**src/include/fedp_config.svh**
```systemverilog
`ifndef FEDP_CONFIG_SVH
`define FEDP_CONFIG_SVH

// Operand pairs per request
`define FEDP_N 2

// Products plus the addend
`define FEDP_TERMS (`FEDP_N + 1)

// Request to response depth in cycles
`define FEDP_LATENCY 4

// Aligned significand, one integer bit above the fp32 hidden bit
`define FEDP_SIG_W 25

// Biased exponent, fp32 bias
`define FEDP_EXP_W 10

`define FEDP_SHIFT_W 8

// Room for sign and carries of all terms
`define FEDP_ACC_W (`FEDP_SIG_W + 1 + $clog2(`FEDP_TERMS))

`endif
```
**src/design/fedp_pkg.sv**
```systemverilog
`include "fedp_config.svh"

package fedp_pkg;

    typedef logic [15:0] fp16_t;

    // Requesting client, position on the arbiter
    typedef logic client_id_t;

    typedef struct packed {
        fp16_t [`FEDP_N-1:0] a_row;
        fp16_t [`FEDP_N-1:0] b_col;
        logic [31:0]         c_val;
    } fedp_req_t;

    // Special value state carried alongside the sum
    typedef struct packed {
        logic is_nan;
        logic is_inf;
        logic inf_sign;
    } fedp_excep_t;

    typedef struct packed {
        client_id_t client;
        fedp_req_t  req;
    } fedp_tagged_t;

endpackage

```
**src/design/fedp_arbiter.sv**
```systemverilog
interface fedp_req_if #(
    parameter type payload_t = logic
);
    import fedp_pkg::*;

    logic       valid;
    logic       ready;
    payload_t   payload;
    client_id_t client;

    modport source (output valid, output payload, output client, input ready);
    modport sink (input valid, input payload, input client, output ready);

endinterface

module fedp_arbiter #(
    parameter type payload_t = logic
) (
    input  logic        clk,
    input  logic        reset,
    fedp_req_if.sink    req0,
    fedp_req_if.sink    req1,
    fedp_req_if.source  grant_out
);
    // Low favors input 0
    logic     prio;
    logic     pick;
    logic     xfer;
    payload_t win_payload;

    always_comb begin
        if (req0.valid && req1.valid) begin
            pick = prio;
        end else begin
            pick = req1.valid;
        end
    end

    assign win_payload = pick ? req1.payload : req0.payload;

    assign grant_out.valid   = req0.valid | req1.valid;
    assign grant_out.payload = win_payload;
    assign grant_out.client  = pick ? req1.client : req0.client;

    assign req0.ready = grant_out.ready & req0.valid & ~pick;
    assign req1.ready = grant_out.ready & req1.valid & pick;

    assign xfer = grant_out.valid & grant_out.ready;

    // Pointer moves past the winner
    always_ff @(posedge clk) begin
        if (reset) begin
            prio <= 1'b0;
        end else if (xfer) begin
            prio <= ~pick;
        end
    end

    a_one_ready: assert property (@(posedge clk) disable iff (reset)
        !(req0.ready && req1.ready));

    a_ready_valid: assert property (@(posedge clk) disable iff (reset)
        (req0.ready |-> req0.valid) and (req1.ready |-> req1.valid));

endmodule

```
**src/design/fedp_top.sv**
```systemverilog
`include "fedp_config.svh"

module fedp_top (
    input  logic                       clk,
    input  logic                       reset,
    input  logic                       c0_valid,
    output logic                       c0_ready,
    input  logic [`FEDP_N-1:0][15:0]   c0_a_row,
    input  logic [`FEDP_N-1:0][15:0]   c0_b_col,
    input  logic [31:0]                c0_c_val,
    input  logic                       c1_valid,
    output logic                       c1_ready,
    input  logic [`FEDP_N-1:0][15:0]   c1_a_row,
    input  logic [`FEDP_N-1:0][15:0]   c1_b_col,
    input  logic [31:0]                c1_c_val,
    output logic                       rsp_valid,
    input  logic                       rsp_ready,
    output logic [31:0]                rsp_data,
    output fedp_pkg::client_id_t       rsp_client
);
    import fedp_pkg::*;

    fedp_req_if #(.payload_t(fedp_req_t)) c0_if ();
    fedp_req_if #(.payload_t(fedp_req_t)) c1_if ();
    fedp_req_if #(.payload_t(fedp_req_t)) core_if ();

    // Client ids follow the arbiter input position
    assign c0_if.valid   = c0_valid;
    assign c0_if.payload = '{a_row: c0_a_row, b_col: c0_b_col, c_val: c0_c_val};
    assign c0_if.client  = client_id_t'(0);
    assign c0_ready      = c0_if.ready;

    assign c1_if.valid   = c1_valid;
    assign c1_if.payload = '{a_row: c1_a_row, b_col: c1_b_col, c_val: c1_c_val};
    assign c1_if.client  = client_id_t'(1);
    assign c1_ready      = c1_if.ready;

    fedp_arbiter #(
        .payload_t (fedp_req_t)
    ) arbiter_inst (
        .clk       (clk),
        .reset     (reset),
        .req0      (c0_if.sink),
        .req1      (c1_if.sink),
        .grant_out (core_if.source)
    );

    fedp_core core_inst (
        .clk        (clk),
        .reset      (reset),
        .req        (core_if.sink),
        .rsp_valid  (rsp_valid),
        .rsp_ready  (rsp_ready),
        .rsp_data   (rsp_data),
        .rsp_client (rsp_client)
    );

endmodule

```
**src/design/fedp_core.sv**
```systemverilog
`include "fedp_config.svh"

module fedp_core (
    input  logic                 clk,
    input  logic                 reset,
    fedp_req_if.sink             req,
    output logic                 rsp_valid,
    input  logic                 rsp_ready,
    output logic [31:0]          rsp_data,
    output fedp_pkg::client_id_t rsp_client
);
    import fedp_pkg::*;

    localparam int LAT   = `FEDP_LATENCY;
    localparam int TERMS = `FEDP_TERMS;
    localparam int EW    = `FEDP_EXP_W;
    localparam int SW    = `FEDP_SIG_W;
    localparam int SHW   = `FEDP_SHIFT_W;
    localparam int AW    = `FEDP_ACC_W;

    fedp_tagged_t   in_tag;
    logic           advance;
    logic           accept;
    logic [LAT-1:0] vld_r;
    client_id_t     cid_r [LAT];

    // Stage 1 outputs and registers
    logic [EW-1:0]             m_max_exp;
    logic [TERMS-1:0][SHW-1:0] m_shift;
    logic [TERMS-1:0][SW:0]    m_sigs;
    fedp_excep_t               m_exc;
    logic [EW-1:0]             s1_max_exp;
    logic [TERMS-1:0][SHW-1:0] s1_shift;
    logic [TERMS-1:0][SW:0]    s1_sigs;
    fedp_excep_t               s1_exc;

    // Stage 2
    logic signed [AW-1:0] a_acc;
    logic                 a_sticky;
    logic signed [AW-1:0] s2_acc;
    logic                 s2_sticky;
    logic [EW-1:0]        s2_max_exp;
    fedp_excep_t          s2_exc;

    // Stage 3
    logic [31:0] n_result;
    logic [31:0] s3_result;

    assign in_tag.req    = req.payload;
    assign in_tag.client = req.client;

    // Whole pipe holds while the output is blocked
    assign advance   = ~(rsp_valid & ~rsp_ready);
    assign req.ready = advance;
    assign accept    = req.valid & advance;

    always_ff @(posedge clk) begin
        if (reset) begin
            vld_r <= '0;
        end else if (advance) begin
            vld_r <= {vld_r[LAT-2:0], req.valid};
        end
    end

    always_ff @(posedge clk) begin
        if (advance) begin
            cid_r[0] <= in_tag.client;
            for (int s = 1; s < LAT; s++) begin
                cid_r[s] <= cid_r[s-1];
            end
        end
    end

    fedp_mul_exp mul_exp_inst (
        .a_row      (in_tag.req.a_row),
        .b_col      (in_tag.req.b_col),
        .c_val      (in_tag.req.c_val),
        .max_exp    (m_max_exp),
        .shift_amt  (m_shift),
        .raw_sigs   (m_sigs),
        .exceptions (m_exc)
    );

    fedp_align_acc align_acc_inst (
        .shift_amt (s1_shift),
        .raw_sigs  (s1_sigs),
        .acc_sig   (a_acc),
        .sticky    (a_sticky)
    );

    fedp_norm norm_inst (
        .max_exp    (s2_max_exp),
        .acc_sig    (s2_acc),
        .sticky     (s2_sticky),
        .exceptions (s2_exc),
        .result     (n_result)
    );

    always_ff @(posedge clk) begin
        if (advance) begin
            s1_max_exp <= m_max_exp;
            s1_shift   <= m_shift;
            s1_sigs    <= m_sigs;
            s1_exc     <= m_exc;
            s2_acc     <= a_acc;
            s2_sticky  <= a_sticky;
            s2_max_exp <= s1_max_exp;
            s2_exc     <= s1_exc;
            s3_result  <= n_result;
            rsp_data   <= s3_result;
        end
    end

    assign rsp_valid  = vld_r[LAT-1];
    assign rsp_client = cid_r[LAT-1];

    a_stall_hold: assert property (@(posedge clk) disable iff (reset)
        (rsp_valid && !rsp_ready) |=> ($stable(rsp_data) && $stable(rsp_client)));

    a_latency: assert property (@(posedge clk) disable iff (reset)
        accept |-> ##1 (advance [-> LAT-1]) ##1 rsp_valid);

endmodule

```
**src/design/fedp_norm.sv**
```systemverilog
`include "fedp_config.svh"

module fedp_norm (
    input  logic [`FEDP_EXP_W-1:0]        max_exp,
    input  logic signed [`FEDP_ACC_W-1:0] acc_sig,
    input  logic                          sticky,
    input  fedp_pkg::fedp_excep_t         exceptions,
    output logic [31:0]                   result
);
    localparam int AW  = `FEDP_ACC_W;
    localparam int MW  = AW - 1;
    localparam int LZW = $clog2(MW) + 1;
    localparam int EXW = `FEDP_EXP_W + 2;

    logic                  neg;
    logic [MW-1:0]         mag;
    logic [LZW-1:0]        lzc;
    logic [MW-1:0]         norm_sig;
    logic signed [EXW-1:0] res_exp;

    assign neg = acc_sig[AW-1];

    // Floor sum sits below the exact value, one less keeps negatives toward zero
    assign mag = neg ? MW'(-acc_sig) - MW'(sticky) : MW'(acc_sig);

    always_comb begin
        lzc = LZW'(MW);
        for (int i = 0; i < MW; i++) begin
            if (mag[i]) begin
                lzc = LZW'(MW - 1 - i);
            end
        end
    end

    assign norm_sig = mag << lzc;

    // Top magnitude bit weighs 2^(MW-24) over the term exponent
    assign res_exp = $signed({2'b00, max_exp}) + EXW'(MW - 24) - $signed(EXW'(lzc));

    always_comb begin
        if (exceptions.is_nan) begin
            result = 32'h7FC0_0000;
        end else if (exceptions.is_inf) begin
            result = {exceptions.inf_sign, 8'hFF, 23'd0};
        end else if (mag == '0) begin
            result = 32'd0;
        end else if (res_exp <= 0) begin
            // Flush to signed zero
            result = {neg, 31'd0};
        end else if (res_exp >= 255) begin
            result = {neg, 8'hFF, 23'd0};
        end else begin
            result = {neg, res_exp[7:0], norm_sig[MW-2 -: 23]};
        end
    end

endmodule

```
**src/design/fedp_align_acc.sv**
```systemverilog
`include "fedp_config.svh"

module fedp_align_acc (
    input  logic [`FEDP_TERMS-1:0][`FEDP_SHIFT_W-1:0] shift_amt,
    input  logic [`FEDP_TERMS-1:0][`FEDP_SIG_W:0]     raw_sigs,
    output logic signed [`FEDP_ACC_W-1:0]             acc_sig,
    output logic                                      sticky
);
    localparam int TERMS = `FEDP_TERMS;
    localparam int SW    = `FEDP_SIG_W;
    localparam int AW    = `FEDP_ACC_W;

    logic [TERMS-1:0][SW-1:0] aligned;
    logic [TERMS-1:0]         lost;

    // Right shift onto the largest exponent
    always_comb begin
        logic [SW-1:0] mag;
        logic [SW-1:0] lost_mask;
        for (int t = 0; t < TERMS; t++) begin
            mag        = raw_sigs[t][SW-1:0];
            aligned[t] = mag >> shift_amt[t];
            lost_mask  = ~({SW{1'b1}} << shift_amt[t]);
            lost[t]    = |(mag & lost_mask);
        end
    end

    // A negative term with lost bits takes the floor
    // so the sum never sits above the exact value
    always_comb begin
        logic signed [AW-1:0] term;
        acc_sig = '0;
        for (int t = 0; t < TERMS; t++) begin
            term = signed'(AW'(aligned[t]));
            if (raw_sigs[t][SW]) begin
                term = lost[t] ? ~term : -term;
            end
            acc_sig = acc_sig + term;
        end
    end

    assign sticky = |lost;

endmodule

```
**src/design/fedp_mul_exp.sv**
```systemverilog
`include "fedp_config.svh"

module fedp_mul_exp (
    input  logic [`FEDP_N-1:0][15:0]                  a_row,
    input  logic [`FEDP_N-1:0][15:0]                  b_col,
    input  logic [31:0]                               c_val,
    output logic [`FEDP_EXP_W-1:0]                    max_exp,
    output logic [`FEDP_TERMS-1:0][`FEDP_SHIFT_W-1:0] shift_amt,
    output logic [`FEDP_TERMS-1:0][`FEDP_SIG_W:0]     raw_sigs,
    output fedp_pkg::fedp_excep_t                     exceptions
);
    localparam int N     = `FEDP_N;
    localparam int TERMS = `FEDP_TERMS;
    localparam int EW    = `FEDP_EXP_W;
    localparam int SW    = `FEDP_SIG_W;
    localparam int SHW   = `FEDP_SHIFT_W;

    // fp32 bias minus both fp16 biases
    localparam int PROD_BIAS = 127 - 15 - 15;

    logic [TERMS-1:0][EW-1:0] term_exp;
    logic [TERMS-1:0][SW-1:0] term_sig;
    logic [TERMS-1:0]         term_sign;
    logic [TERMS-1:0]         term_nan;
    logic [TERMS-1:0]         term_inf;
    logic                     pos_inf;
    logic                     neg_inf;
    logic                     any_nan;

    always_comb begin
        logic [4:0]  ea;
        logic [4:0]  eb;
        logic [10:0] ma;
        logic [10:0] mb;
        logic [21:0] prod;
        logic        a_zero;
        logic        b_zero;
        for (int i = 0; i < N; i++) begin
            ea = a_row[i][14:10];
            eb = b_col[i][14:10];
            a_zero = (ea == 5'd0);
            b_zero = (eb == 5'd0);
            // Subnormals flush to zero
            ma = a_zero ? 11'd0 : {1'b1, a_row[i][9:0]};
            mb = b_zero ? 11'd0 : {1'b1, b_col[i][9:0]};
            prod = ma * mb;
            term_sig[i]  = SW'({prod, 3'b000});
            term_exp[i]  = (a_zero || b_zero) ? '0 : EW'(ea) + EW'(eb) + EW'(PROD_BIAS);
            term_sign[i] = a_row[i][15] ^ b_col[i][15];
            term_nan[i]  = (ea == 5'h1F && a_row[i][9:0] != '0)
                        || (eb == 5'h1F && b_col[i][9:0] != '0)
                        || (ea == 5'h1F && b_zero)
                        || (eb == 5'h1F && a_zero);
            term_inf[i]  = (ea == 5'h1F || eb == 5'h1F) && !term_nan[i];
        end

        // Addend is the last term
        term_sig[N]  = (c_val[30:23] == 8'd0) ? '0 : SW'({1'b1, c_val[22:0]});
        term_exp[N]  = EW'(c_val[30:23]);
        term_sign[N] = c_val[31];
        term_nan[N]  = (c_val[30:23] == 8'hFF) && (c_val[22:0] != '0);
        term_inf[N]  = (c_val[30:23] == 8'hFF) && (c_val[22:0] == '0);
    end

    always_comb begin
        max_exp = '0;
        for (int t = 0; t < TERMS; t++) begin
            if (term_exp[t] > max_exp) begin
                max_exp = term_exp[t];
            end
        end
    end

    always_comb begin
        logic [EW-1:0] diff;
        for (int t = 0; t < TERMS; t++) begin
            diff = max_exp - term_exp[t];
            // Anything past the window shifts out entirely
            shift_amt[t] = ((diff >> SHW) != '0) ? '1 : diff[SHW-1:0];
            raw_sigs[t]  = {term_sign[t], term_sig[t]};
        end
    end

    assign any_nan = |term_nan;
    assign pos_inf = |(term_inf & ~term_sign);
    assign neg_inf = |(term_inf & term_sign);

    // Opposite infinities cancel into NaN
    assign exceptions.is_nan   = any_nan | (pos_inf & neg_inf);
    assign exceptions.is_inf   = (pos_inf | neg_inf) & ~any_nan & ~(pos_inf & neg_inf);
    assign exceptions.inf_sign = neg_inf;

endmodule

```
**config.mk**
```make
export PLATFORM = sky130hd
export DESIGN_NAME = fedp_top
export DESIGN_NICKNAME = d
export VERILOG_FILES = /design/src/design/fedp_pkg.sv /design/src/design/fedp_arbiter.sv /design/src/design/fedp_top.sv /design/src/design/fedp_core.sv /design/src/design/fedp_norm.sv /design/src/design/fedp_align_acc.sv /design/src/design/fedp_mul_exp.sv
export VERILOG_INCLUDE_DIRS = /design/src /design/src/include
export SDC_FILE = /design/constraint.sdc
export NUM_CORES = 2
export LEC_CHECK = 0
export ABC_AREA = 1
export BUFFER_PORTS_ARGS = -buffer_cell sky130_fd_sc_hd__buf_4
export CAP_MARGIN = 5
export CORE_MARGIN = 5
export CORE_UTILIZATION = 55
export DETAILED_ROUTE_END_ITERATION = 12
export GPL_ROUTABILITY_DRIVEN = 1
export PLACE_DENSITY_LB_ADDON = 0.08
export SYNTH_ARGS = -nofsm -noshare
export SYNTH_HDL_FRONTEND = slang
export SYNTH_SLANG_ARGS = --single-unit
export TNS_END_PERCENT = 100
```
**constraint.sdc**
```tcl
create_clock -name clk -period 10 [get_ports clk]
set_input_delay 2 -clock clk [delete_from_list [all_inputs] [get_ports clk]]
set_output_delay 2 -clock clk [all_outputs]
set_load 0.02 [all_outputs]
```
After elaboration in Yosys (flattened, before gate mapping)
Memories as Yosys holds them, arrays and structs flattened. Index checks and enable logic that the tools add are counted.

Bits in registers: 220. RAM bits: 4. Memories: 1.

Memories: core_inst.cid_r (words 4, bits a word 1, rd ports 4, clocked after memory_dff 0, wr ports 4, RTL line fedp_core.sv:25) `client_id_t cid_r [LAT];`.

$add $sub $neg: 16. $mul: 2. $lt $le $gt $ge: 5. Equality and inequality tests: 5. Shifts and indexed selects: 7. Muxes and demuxes: 52. Bitwise gates (word level): 31. Reductions and logical operators: 49.

Operators with widths (number): 28-bit 2-to-1 mux (6); 6-bit 2-to-1 mux (26); 96-bit 2-to-1 mux (1); 25-bit negation with 28-bit output (3); 25-bit NOT with 28-bit output (3); 25-bit AND (3); 25-bit NOT (3); 25-bit OR reduction (3); 75-bit OR reduction (1); 25-bit by 8-bit << shifter with 25-bit output, first input constant (3); 25-bit by 8-bit >> shifter with 25-bit output (3); 10-bit nonzero test (7); 32-bit 2-to-1 mux (2); 31-bit 2-to-1 mux (2); 28-bit adder (2); 11-bit by 11-bit multiplier with 22-bit output (2); 11-bit 2-to-1 mux (4); 8-bit 2-to-1 mux (5); 10-bit by 8-bit subtractor with 10-bit output (3); 27-bit zero test (1); 27-bit 2-to-1 mux (1); 27-bit negation (1); 27-bit by 6-bit << shifter with 26-bit output (1); 27-bit by 1-bit subtractor with 27-bit output (1); 28 further kinds (80).

Longest topological paths before layout
Word-level depth: 36. Gate-level depth with buffers: 52. Mapped depth without buffers: 51.

Hierarchy
From an unflattened synthesis, not the netlist that was laid out.

Cell total of the unflattened synthesis: 4928. Area total of the unflattened synthesis: 33653.5 um^2.

By module, submodules not included: fedp_mul_exp (times used 1, cells an instance 1598, area an instance 11255.8 um^2, sequential area each 0.0 um^2); fedp_align_acc (times used 1, cells an instance 1937, area an instance 9813.2 um^2, sequential area each 0.0 um^2); fedp_core (times used 1, cells an instance 251, area an instance 6926.6 um^2, sequential area each 6836.6 um^2); fedp_norm (times used 1, cells an instance 804, area an instance 4182.8 um^2, sequential area each 0.0 um^2); fedp_arbiter (times used 1, cells an instance 336, area an instance 1467.7 um^2, sequential area each 20.0 um^2); fedp_top (times used 1, cells an instance 2, area an instance 7.5 um^2, sequential area each 0.0 um^2).

Worst setup path before layout
No wires, ideal clock.

Path type: input to output. From: input port rsp_ready. To: output port c0_ready. Data arrival time: 7.715 ns. Data required time: 8.000 ns. Setup slack: 0.285 ns. Stages on the path: 4. Path buffers: 0. Cell sequence: nor2_1 inv_1 o21ai_0 nor2_1.

Word-level cells in the longest chain between the ends: 5.

Ends and longest elaborated chain: start, declared (RTL line fedp_top.sv:17) `input logic rsp_ready,`; 1-bit NOT (RTL line fedp_core.sv:53) `assign advance = ~(rsp_valid & ~rsp_ready);`; 1-bit AND (RTL line fedp_core.sv:53); 1-bit NOT (RTL line fedp_core.sv:53); 1-bit AND (2 in series) (RTL line fedp_arbiter.sv:45) `assign req0.ready = grant_out.ready & req0.valid & ~pick;`; end, declared (RTL line fedp_top.sv:7) `output logic c0_ready,`.

No other way between the ends.

Final worst setup path
From: input port c0_valid. To: register core_inst.s1_shift[13] in the netlist's numbering (data pin).

Word-level cells in the longest chain between the ends: 14.

Ends and longest elaborated chain: start, declared (RTL line fedp_top.sv:6) `input logic c0_valid,`; 1-bit logical AND (*) (RTL line fedp_arbiter.sv:32) `if (req0.valid && req1.valid) begin`; 1-bit 2-to-1 mux (*) (RTL line fedp_arbiter.sv:32); 96-bit 2-to-1 mux (*) (RTL line fedp_arbiter.sv:39) `assign win_payload = pick ? req1.payload : req0.payload;`; 5-bit by 5-bit adder with 6-bit output (tied with other cells) (RTL line fedp_mul_exp.sv:48) `term_exp[i] = (a_zero || b_zero) ? '0 : EW'(ea) + EW'(eb) + EW'(PROD_BIAS);`; 6-bit by 7-bit adder with 8-bit output / 1-bit logical OR (equally long branches) (RTL line fedp_mul_exp.sv:48); 8-bit 2-to-1 mux (RTL line fedp_mul_exp.sv:48); 8-bit by 1-bit greater-than comparator with 1-bit output (RTL line fedp_mul_exp.sv:68) `if (term_exp[t] > max_exp) begin`; 8-bit 2-to-1 mux (RTL line fedp_mul_exp.sv:68); 8-bit by 10-bit greater-than comparator with 1-bit output (RTL line fedp_mul_exp.sv:68); 8-bit 2-to-1 mux (RTL line fedp_mul_exp.sv:68); 8-bit by 10-bit greater-than comparator with 1-bit output (RTL line fedp_mul_exp.sv:68); 8-bit 2-to-1 mux (RTL line fedp_mul_exp.sv:68); 10-bit by 8-bit subtractor with 10-bit output (*) (RTL line fedp_mul_exp.sv:77) `diff = max_exp - term_exp[t];`; 10-bit nonzero test (RTL line fedp_mul_exp.sv:79) `shift_amt[t] = ((diff >> SHW) != '0) ? '1 : diff[SHW-1:0];`; end signal, assigned (RTL line fedp_core.sv:102) `s1_shift <= m_shift;`; end, declared (RTL line fedp_core.sv:33) `logic [TERMS-1:0][SHW-1:0] s1_shift;`.

Mark *: on every way between the ends. The rest lies on a longest branch, timed or not. A chain may end at the register's enable or synchronous reset.

==> flow_summary.json <==
{
  "layout_commonest_cell": "nand2_1",
  "gp_congestion": 0.966,
  "grt_antenna_before_repair": 0,
  "ys_seq_area_share_pct": 21.8,
  "ys_async_sr_fraction_pct": 0,
  "hold_violations": 0,
  "cp-end-kind": "register",
  "wl_mm": 85.5,
  "clkSinkCount": 219,
  "fin_tns_setup_ns": 0,
  "power_uw": 12500,
  "fmax_ghz": 0.112,
  "syn2layout_area_growth_pct": 10.4,
  "detail-route-antenna-nets": 0,
  "synth_cell_types": 73,
  "startpoint_type": "primary input",
  "mostFrequentLayoutCells": "nand2_1, inv_1, nor2_1",
  "critPathMostFrequentCell": "nand2_1",
  "yosysWarningCount": 0,
  "clk_pin_slew_ns": 0.06,
  "ys_seq_elements": 219,
  "grt_pass1_vias": 26100,
  "synth_edf_count": 214,
  "htree_levels": 1,
  "synth_fp_nets": 4669,
  "die_h_um": 243,
  "worstSetupPathType": "primary input to register",
  "setup_viol": 0,
  "drc": 0,
  "cts_resized": 0,
  "final.min_clock_period_ns": 8.95,
  "portBuffers": 232,
  "syn_inst": 4038,
  "nFillCells": 5090,
  "nets": 4842,
  "cts_made_buffers": 27,
  "syn_area_um2": 30000,
  "post_drt_wl_per_cell_um": 17.4,
  "num_antenna_cells": 0,
  "leakage_uw": 0.0167,
  "grt_pass1_wl_mm": 137,
  "final_area_um2": 33100,
  "die_area_um2": 59300,
  "grt_max_degree": 100,
  "ir_drop_uv": 351,
  "clk_latency_ns": 0.58,
  "rsz0062_at_grt": "false",
  "via_per_inst": 5.48,
  "finalCritPeriodShare_pct": 89.5,
  "cts_tree": "yes",
  "postCtsHoldBufs": 0,
  "ys.flop_type": "edfxtp_1",
  "crit_arrival_ns": 9.26,
  "worst_pin_slew_ns": 1.09,
  "io-pin-count": 233,
  "syn_avg_cell_area_um2": 7.42,
  "status": "finished clean",
  "hpwl_mm": 70.6,
  "postPlaceCellArea_um2": 32200,
  "layout-drive-gt1-share_pct": 11.4,
  "clock-root-buffer": "clkbuf_16",
  "cts_buffer_depth": 3,
  "maxSlewViolCount": 0,
  "vias": 27000,
  "worst_path_max_delay_cell": "fa_1",
  "dr.pass1.iters": 8,
  "fin_util_pct": 61.4,
  "num_rows": 85,
  "overflow": 0,
  "skew_ns": 0.0313,
  "cp_slowest_stage_delay_ns": 0.43,
  "core_um2": 53900,
  "cts_setup_buffers": 0,
  "required_ns": 10.31,
  "grt_usage_pct": 28.1,
  "maxCapViolations": 0,
  "path_max_fanout": 26,
  "hp-class": "register to register",
  "die-width_um": 243,
  "maxSlewHeadroom_pct": 26.4,
  "initial_core_util_pct": 55.6,
  "p_per_area_nw_per_um2": 378,
  "drt_iter0_drc": 2080
}
[per-layer routing]
layer | wire [µm] | part of all wire (%) | global-route usage [%]
met3 | 5660 | 6.6 | 3.35
met1 | 37700 | 44 | 38.8
met5 | 0 | 0 | 0
met2 | 39300 | 46 | 46.8
met4 | 2880 | 3.4 | 8.76
[cells in the mapped netlist, drive strengths merged (56+ instances only)]
master | number | share of area (%)
o21ai | 327 | 5.7
xnor2 | 56 | 1.6
ha | 240 | 10
a21oi | 181 | 3.2
nor2 | 411 | 5.6
fa | 194 | 13
xor2 | 107 | 3.1
buf | 74 | 1.5
mux2i | 80 | 2.7
edfxtp | 214 | 21
nand3 | 228 | 4.0
nand2 | 910 | 12
inv | 636 | 8.0
[path summary, 6_finish.rpt]
kind	to	slack [ns]	start	cells past startpoint
worst max-delay path	core_inst.s1_shift[13]	1.05	c0_valid	39
worst max register to register	core_inst.s1_shift[13]	2.17	arbiter_inst.prio	35
worst min register to register	core_inst.rsp_data[3]	0.41	core_inst.s3_result[3]	0
worst min-delay path	core_inst.rsp_data[3]	0.41	core_inst.s3_result[3]	0
[per-stage QoR]
step / setup slack, ns / cells / hold slack [ns]
final: 1.05 / 4926 / 0.415
after global routing: 0.0820 / 4926 / 0.423
after CTS: 1.15 / 4926 / 0.419
after detailed placement: 0.535 / 4878 / 0.405
after global placement: 0.744 / 4878 / 0.401
after floorplan: 0.285 / 4038 / 0.400
[worst max-delay path, delay by kind of cell]
family / cells / cell delay [ns]
adders and majority gates: 5 / 1.71
buffers and inverters: 6 / 0.99
AOI/OAI and AO/OA: 13 / 2.40
and+or+nand+nor: 15 / 2.15
[registers in the layout, summed over array words and instances, names as in the netlist]
signal,flops
core_inst.s2_exc,3
core_inst.s2_acc,28
core_inst.cid_r,4
core_inst.s1_max_exp,8
core_inst.s2_max_exp,8
core_inst.rsp_data,32
core_inst.s1_sigs,71
arbiter_inst.prio,1
core_inst.s2_sticky,1
core_inst.s1_exc,3
core_inst.s3_result,32
core_inst.s1_shift,24
core_inst.vld_r,4
[area by class of cell]
| type | count | area [µm²] | area share [%] |
|---|---|---|---|
| timing repair buffer | 261 | 1970 | 5.96 |
| tap | 696 | 871 | 2.63 |
| clock inverter | 18 | 184 | 0.556 |
| clock buffer | 30 | 687 | 2.08 |
| sequential | 219 | 6530 | 19.7 |
| inverter | 645 | 2430 | 7.35 |
| multi-input combinational | 3057 | 20400 | 61.7 |
[power by group]
group	total (µW)	switching [µW]	internal [µW]
clock	966	412	554
sequential	2010	245	1760
combinational	9550	6000	3550
[cells by family after synthesis]
family                   count (synthesis)  share of synthesized area [%]
multiplexers                            80                           2.67
buffers and inverters                  762                           10.1
flip-flops                             219                           21.8
adder cells (fa/ha/maj)                434                           23.0
AND/OR/NAND/NOR                       1712                           24.6
XOR/XNOR                               163                           4.76
AO/OA/AOI/OAI                          668                           13.1
No activity file was read; power rests on OpenSTA's default activity.
